[config.mk]
export PLATFORM = sky130hd
export DESIGN_NAME = spu_decode
export DESIGN_NICKNAME = d
export VERILOG_FILES = /design/src/verilog/spu_isa_pkg.sv /design/src/verilog/spu_pipe_pkg.sv /design/src/verilog/spu_decode.sv
export VERILOG_INCLUDE_DIRS = /design/src /design/src/verilog
export SDC_FILE = /design/constraint.sdc
export NUM_CORES = 1
export LEC_CHECK = 0
export BUFFER_PORTS_ARGS = -buffer_cell sky130_fd_sc_hd__buf_2
export CAP_MARGIN = 20
export CORE_AREA = 3 3 67 69
export DETAILED_ROUTE_END_ITERATION = 10
export DIE_AREA = 0 0 70 72
export GPL_TIMING_DRIVEN = 0
export PLACE_DENSITY_LB_ADDON = 0.1
export SLEW_MARGIN = 40
export SYNTH_ARGS = -nofsm -noshare
export SYNTH_HDL_FRONTEND = slang
export SYNTH_SLANG_ARGS = --single-unit
[constraint.sdc]
create_clock -name clk -period 1.01 [get_ports clk]
set_input_delay 0.0505 -clock clk [delete_from_list [all_inputs] [get_ports clk]]
set_output_delay 0.0505 -clock clk [all_outputs]
set_load 0.05 [all_outputs]
[src/verilog/spu_defines.svh]
`ifndef SPU_DEFINES_SVH
`define SPU_DEFINES_SVH

// quadword register width, bit 0 is the msb
`define SPU_QW_BITS 128

// 128 registers in the file
`define SPU_REG_ADDR_BITS 7

// one instruction word
`define SPU_INSTR_BITS 32

// stages between issue and writeback in the permute unit
`define SPU_PERM_DEPTH 4

`endif
[src/verilog/spu_isa_pkg.sv]
`default_nettype none

`include "spu_defines.svh"

package spu_isa_pkg;

	localparam int addr_bits = `SPU_REG_ADDR_BITS;
	// whatever is left after the three register fields
	localparam int op_bits = `SPU_INSTR_BITS - 3 * addr_bits;
	localparam int i7_bits = 7;

	typedef enum logic [1:0] {
		fmt_rr = 2'd0,
		fmt_ri7 = 2'd2,
		fmt_bad = 2'd3
	} instr_format_t;

	// rr form, odd pipe permutes
	localparam logic [0:op_bits-1] op_nop = 11'b00000000000;
	localparam logic [0:op_bits-1] op_shlqbi = 11'b00111011011;
	localparam logic [0:op_bits-1] op_shlqby = 11'b00111011111;
	localparam logic [0:op_bits-1] op_rotqbi = 11'b00111011000;
	localparam logic [0:op_bits-1] op_rotqby = 11'b00111011100;
	localparam logic [0:op_bits-1] op_gbb = 11'b00110110010;
	localparam logic [0:op_bits-1] op_gbh = 11'b00110110001;
	localparam logic [0:op_bits-1] op_gb = 11'b00110110000;
	// ri7 form
	localparam logic [0:op_bits-1] op_shlqbii = 11'b00111111011;
	localparam logic [0:op_bits-1] op_shlqbyi = 11'b00111111111;
	localparam logic [0:op_bits-1] op_rotqbii = 11'b00111111000;
	localparam logic [0:op_bits-1] op_rotqbyi = 11'b00111111100;

	typedef struct packed {
		logic [0:op_bits-1] op;
		logic [0:addr_bits-1] rb;
		logic [0:addr_bits-1] ra;
		logic [0:addr_bits-1] rt;
	} rr_fields_t;

	typedef struct packed {
		logic [0:op_bits-1] op;
		logic [0:i7_bits-1] i7;
		logic [0:addr_bits-1] ra;
		logic [0:addr_bits-1] rt;
	} ri7_fields_t;

	// same 32 bits, rb slot doubles as the immediate
	typedef union packed {
		rr_fields_t rr;
		ri7_fields_t ri7;
	} instr_word_u;

	function automatic instr_format_t op_format(input logic [0:op_bits-1] op);
		case (op)
			op_nop, op_shlqbi, op_shlqby, op_rotqbi, op_rotqby,
			op_gbb, op_gbh, op_gb: return fmt_rr;
			op_shlqbii, op_shlqbyi, op_rotqbii, op_rotqbyi: return fmt_ri7;
			default: return fmt_bad;
		endcase
	endfunction

endpackage

`default_nettype wire

[src/verilog/spu_pipe_pkg.sv]
`default_nettype none

`include "spu_defines.svh"

package spu_pipe_pkg;

	// decode to permute
	typedef struct packed {
		logic valid;
		logic [0:spu_isa_pkg::op_bits-1] op;
		spu_isa_pkg::instr_format_t format;
		logic [0:`SPU_REG_ADDR_BITS-1] rt_addr;
		logic [0:`SPU_REG_ADDR_BITS-1] ra_addr;
		logic [0:`SPU_REG_ADDR_BITS-1] rb_addr;
		logic [0:spu_isa_pkg::i7_bits-1] imm;
		logic reg_write;
	} issue_t;

	// one beat of the staging line, last stage is the writeback
	typedef struct packed {
		logic valid;
		logic reg_write;
		logic [0:`SPU_REG_ADDR_BITS-1] rt_addr;
		logic [0:`SPU_QW_BITS-1] value;
	} wb_t;

	// stand-in for the load/store path
	typedef struct packed {
		logic valid;
		logic [0:`SPU_REG_ADDR_BITS-1] addr;
		logic [0:`SPU_QW_BITS-1] value;
	} reg_load_t;

endpackage

`default_nettype wire

[src/verilog/spu_decode.sv]
`timescale 1ns/100ps
`default_nettype none

module spu_decode (
	input logic clk,
	input logic reset,
	input logic instr_valid,
	input spu_isa_pkg::instr_word_u instr,
	input logic branch_taken,
	output spu_pipe_pkg::issue_t iss
);

	spu_isa_pkg::instr_format_t fmt;
	spu_pipe_pkg::issue_t dec;
	spu_pipe_pkg::issue_t dec_q;

	// split fields, format picks which view of the word is meaningful
	always_comb begin
		fmt = spu_isa_pkg::op_format(instr.rr.op);
		dec = '0;
		dec.valid = instr_valid;
		dec.op = instr.rr.op;
		dec.format = fmt;
		case (fmt)
			spu_isa_pkg::fmt_rr: begin
				dec.rt_addr = instr.rr.rt;
				dec.ra_addr = instr.rr.ra;
				dec.rb_addr = instr.rr.rb;
			end
			spu_isa_pkg::fmt_ri7: begin
				dec.rt_addr = instr.ri7.rt;
				dec.ra_addr = instr.ri7.ra;
				// immediate sits where rb would be
				dec.imm = instr.ri7.i7;
			end
			default: begin
				// unknown op, fields left at zero
				dec.rt_addr = '0;
			end
		endcase
		// nop and unknown ops never write
		dec.reg_write = instr_valid && (fmt != spu_isa_pkg::fmt_bad) &&
			(instr.rr.op != spu_isa_pkg::op_nop);
	end

	// decode register
	always_ff @(posedge clk) begin
		dec_q <= dec;
		if (reset) begin
			dec_q.valid <= 1'b0;
			dec_q.reg_write <= 1'b0;
		end
	end

	// taken branch kills whatever sits in decode this cycle
	always_comb begin
		iss = dec_q;
		if (branch_taken) begin
			iss.valid = 1'b0;
			iss.reg_write = 1'b0;
		end
	end

endmodule

`default_nettype wire

==> flow_summary.yaml <==
run_status:
  status: "completed"
power_and_ir_drop:
  p_seq_share_pct: 53.4
  powerDensity_mw_per_mm2: 1291
  p_int_uw: 2550
  ir_drop_mv: 0.9094
  p_leak_uw: 0.001272
  combPwrFrac_pct: 11.6
  p_clk_share_pct: 35.0
  net-switching-power_uw: 689.4
  sw_frac_of_total_pct: 21.28
clock_network:
  clock-sinks: 43
  cts_tree: "yes"
  clockBufferDepth: 2
  cts-root-buf: "clkbuf_8"
  htreeDepth: 2
  cts.clk_slew.worst_paths_ns: 0.07
  cts_buffers: 5
hold_path:
  hold_class: "in -> reg"
critical_path:
  required_ns: 0.96
  cp.arrival_ns: 0.93
  critical_path.max_stage_delay_ns: 0.31
  critical_path.cell_chain: "buf_4 > buf_2"
  path_max_fanout: 1
  setup.worst_path.end_class: "primary output"
  critPathSlowestCell: "dfxtp_1"
  critPathKind: "reg -> out"
  start_kind: "flip-flop"
synthesis:
  syn_area_mm2: 0.001511
  syn_avg_cell_area_um2: 11.36
  ys_types: 19
  ys_seq_elements: 43
  yosys_warnings: 0
  synth_cells: 133
  postSynthNetCount: 169
  ys_seq_area_share_pct: 56.95
floorplanning:
  start_util_pct: 38.06
  rows: 23
  core_area_mm2: 0.003971
  ios: 79
  die_x_um: 70
  die-area_mm2: 0.005040
  die_h_um: 72
sta:
  timing_hold_violations_final: 0
  rsz0062_at_grt: "false"
  drv_slew: 0
  final-setup-viol-count: 0
  tightest_slew_ns: 0.3602
  relSlewSlack_pct: 75.90
  period_share_pct: 96.65
  whs_ns: 0.02994
  setup_ws_ns: 0.03388
  fmax_ghz: 1.024
  period_needed_ns: 0.9761
route:
  via_per_inst: 3.957
  drtIter0Drc: 21
  drt_pass1_iterations: 3
  met3_length_um: 194
  antenna_left: 0
  vias: 1199
  drcViolationCount: 0
  dr_wl_met2_um: 1660
  drt-total-wl_um: 2943
  wl_per_cell_um: 9.713
  top_layer_used: "met4"
  wl_met1_um: 1048
grt:
  grt_pass1_vias: 1178
  grt.total_usage_pct: 11.88
  grt_max_degree: 13
  grt_pass1_wl_um: 4678
  antenna_found_initial: 0
  overflow: 0
job:
  drv_cap: 0
final_layout:
  layout_common_cells: "buf_4, dfxtp_1, buf_2, clkbuf_4, dlygate4sd3_1"
  fill_cells: 360
  drive_gt1_share_pct: 58.10
  nets: 288
  fin_area_mm2: 0.002510
  final_core_util_pct: 63.20
  num_antenna_cells: 0
  mostFrequentLayoutCell: "buf_4"
  area_growth_syn_to_layout_pct: 66.06
placement:
  postPlaceCellArea_mm2: 0.001969
  port_buffers: 78
  place_ws_ns: -0.2158
  place_congestion: 0.7137
## metal layers
layer,up-vias,global-route usage (%)
met5,-,0
met4,0,5.745
met3,5,3.878
met2,43,23.61
met1,542,10.71
li1,609,-
## cells by family after synthesis
family                    share of synthesized area [%]
and+or+nand+nor                                   19.29
xor gates and xnor gates                         0.5796
buffers and inverters                             21.85
AOI/OAI and AO/OA                                 1.325
DFF                                               56.95
## synthesized netlist by cell type
master	number	share of area, %
buf_4	41	20
dfxtp_1	43	57
nor3_1	1	0.33
and2_2	13	6.5
nand4_1	1	0.41
inv_1	3	0.74
xnor2_1	1	0.58
nor2_1	1	0.25
nor2b_1	3	1.2
buf_6	1	0.74
nand3_1	1	0.33
and4bb_1	1	0.83
and3_2	1	0.50
nor4_1	2	0.83
and2_1	16	6.6
o211ai_2	1	0.83
nand3_2	1	0.66
nand4_2	1	0.83
a21boi_0	1	0.50
## registers in the layout (all words and copies together) (netlist names)
signal and cells:
iss 41, dec_q 2
## power groups by stage
stage | combinational (uW) | clock (uW) | sequential [uW]
2_1_floorplan | 160 | 0 | 1770
3_3_place_gp | 263 | 0 | 1770
3_5_place_dp | 267 | 0 | 1770
4_1_cts | 367 | 1170 | 1730
5_1_grt | 403 | 1240 | 1730
6_report | 376 | 1130 | 1730
## stage by stage
| stage | TNS (ns) | total power, uW | std cells |
|---|---|---|---|
| final | 0 | 3239 | 303 |
| after CTS | 0 | 3268 | 302 |
| after global routing | 0 | 3378 | 303 |
| after global placement | -4.624 | 2032 | 261 |
| after detailed placement | -5.193 | 2036 | 261 |
| after floorplan | 0 | 1928 | 133 |
## worst max-delay path: cells and delay by family, from the launching register on
family / cells / cell delay [ns]
flip-flops: 1 / 0.31
buffers and inverters: 2 / 0.33
## timing repair
| action | CTS | global route |
|---|---|---|
| endpoints found under the hold margin | 40 | 0 |
| hold buffers | 33 | 0 |
| pin swaps | 0 | 1 |
| setup endpoints to repair | 4 | 46 |
| gates resized for setup | 4 | 39 |
| buffers inserted | 0 | 1 |
## final timing paths
| kind | slack, ns | cells after the start | to | startpoint |
|---|---|---|---|---|
| hold / removal | 0.03 | 2 | dec_q[42] | instr_valid |
| setup / recovery | 0.03 | 2 | iss[2] | iss[2] |
## cell type report
class                           count  area [um^2]  share of cell area, %
Sequential cell                    43        860.8                  34.30
Timing Repair Buffer              112        830.8                  33.10
Multi-Input combinational cell     45        325.3                  12.96
Buffer                             42        319.1                  12.71
Clock buffer                        8        100.1                  3.988
Tap cell                           50        62.56                  2.493
Inverter                            3        11.26                 0.4487
Power figures use the tool's default switching activity.
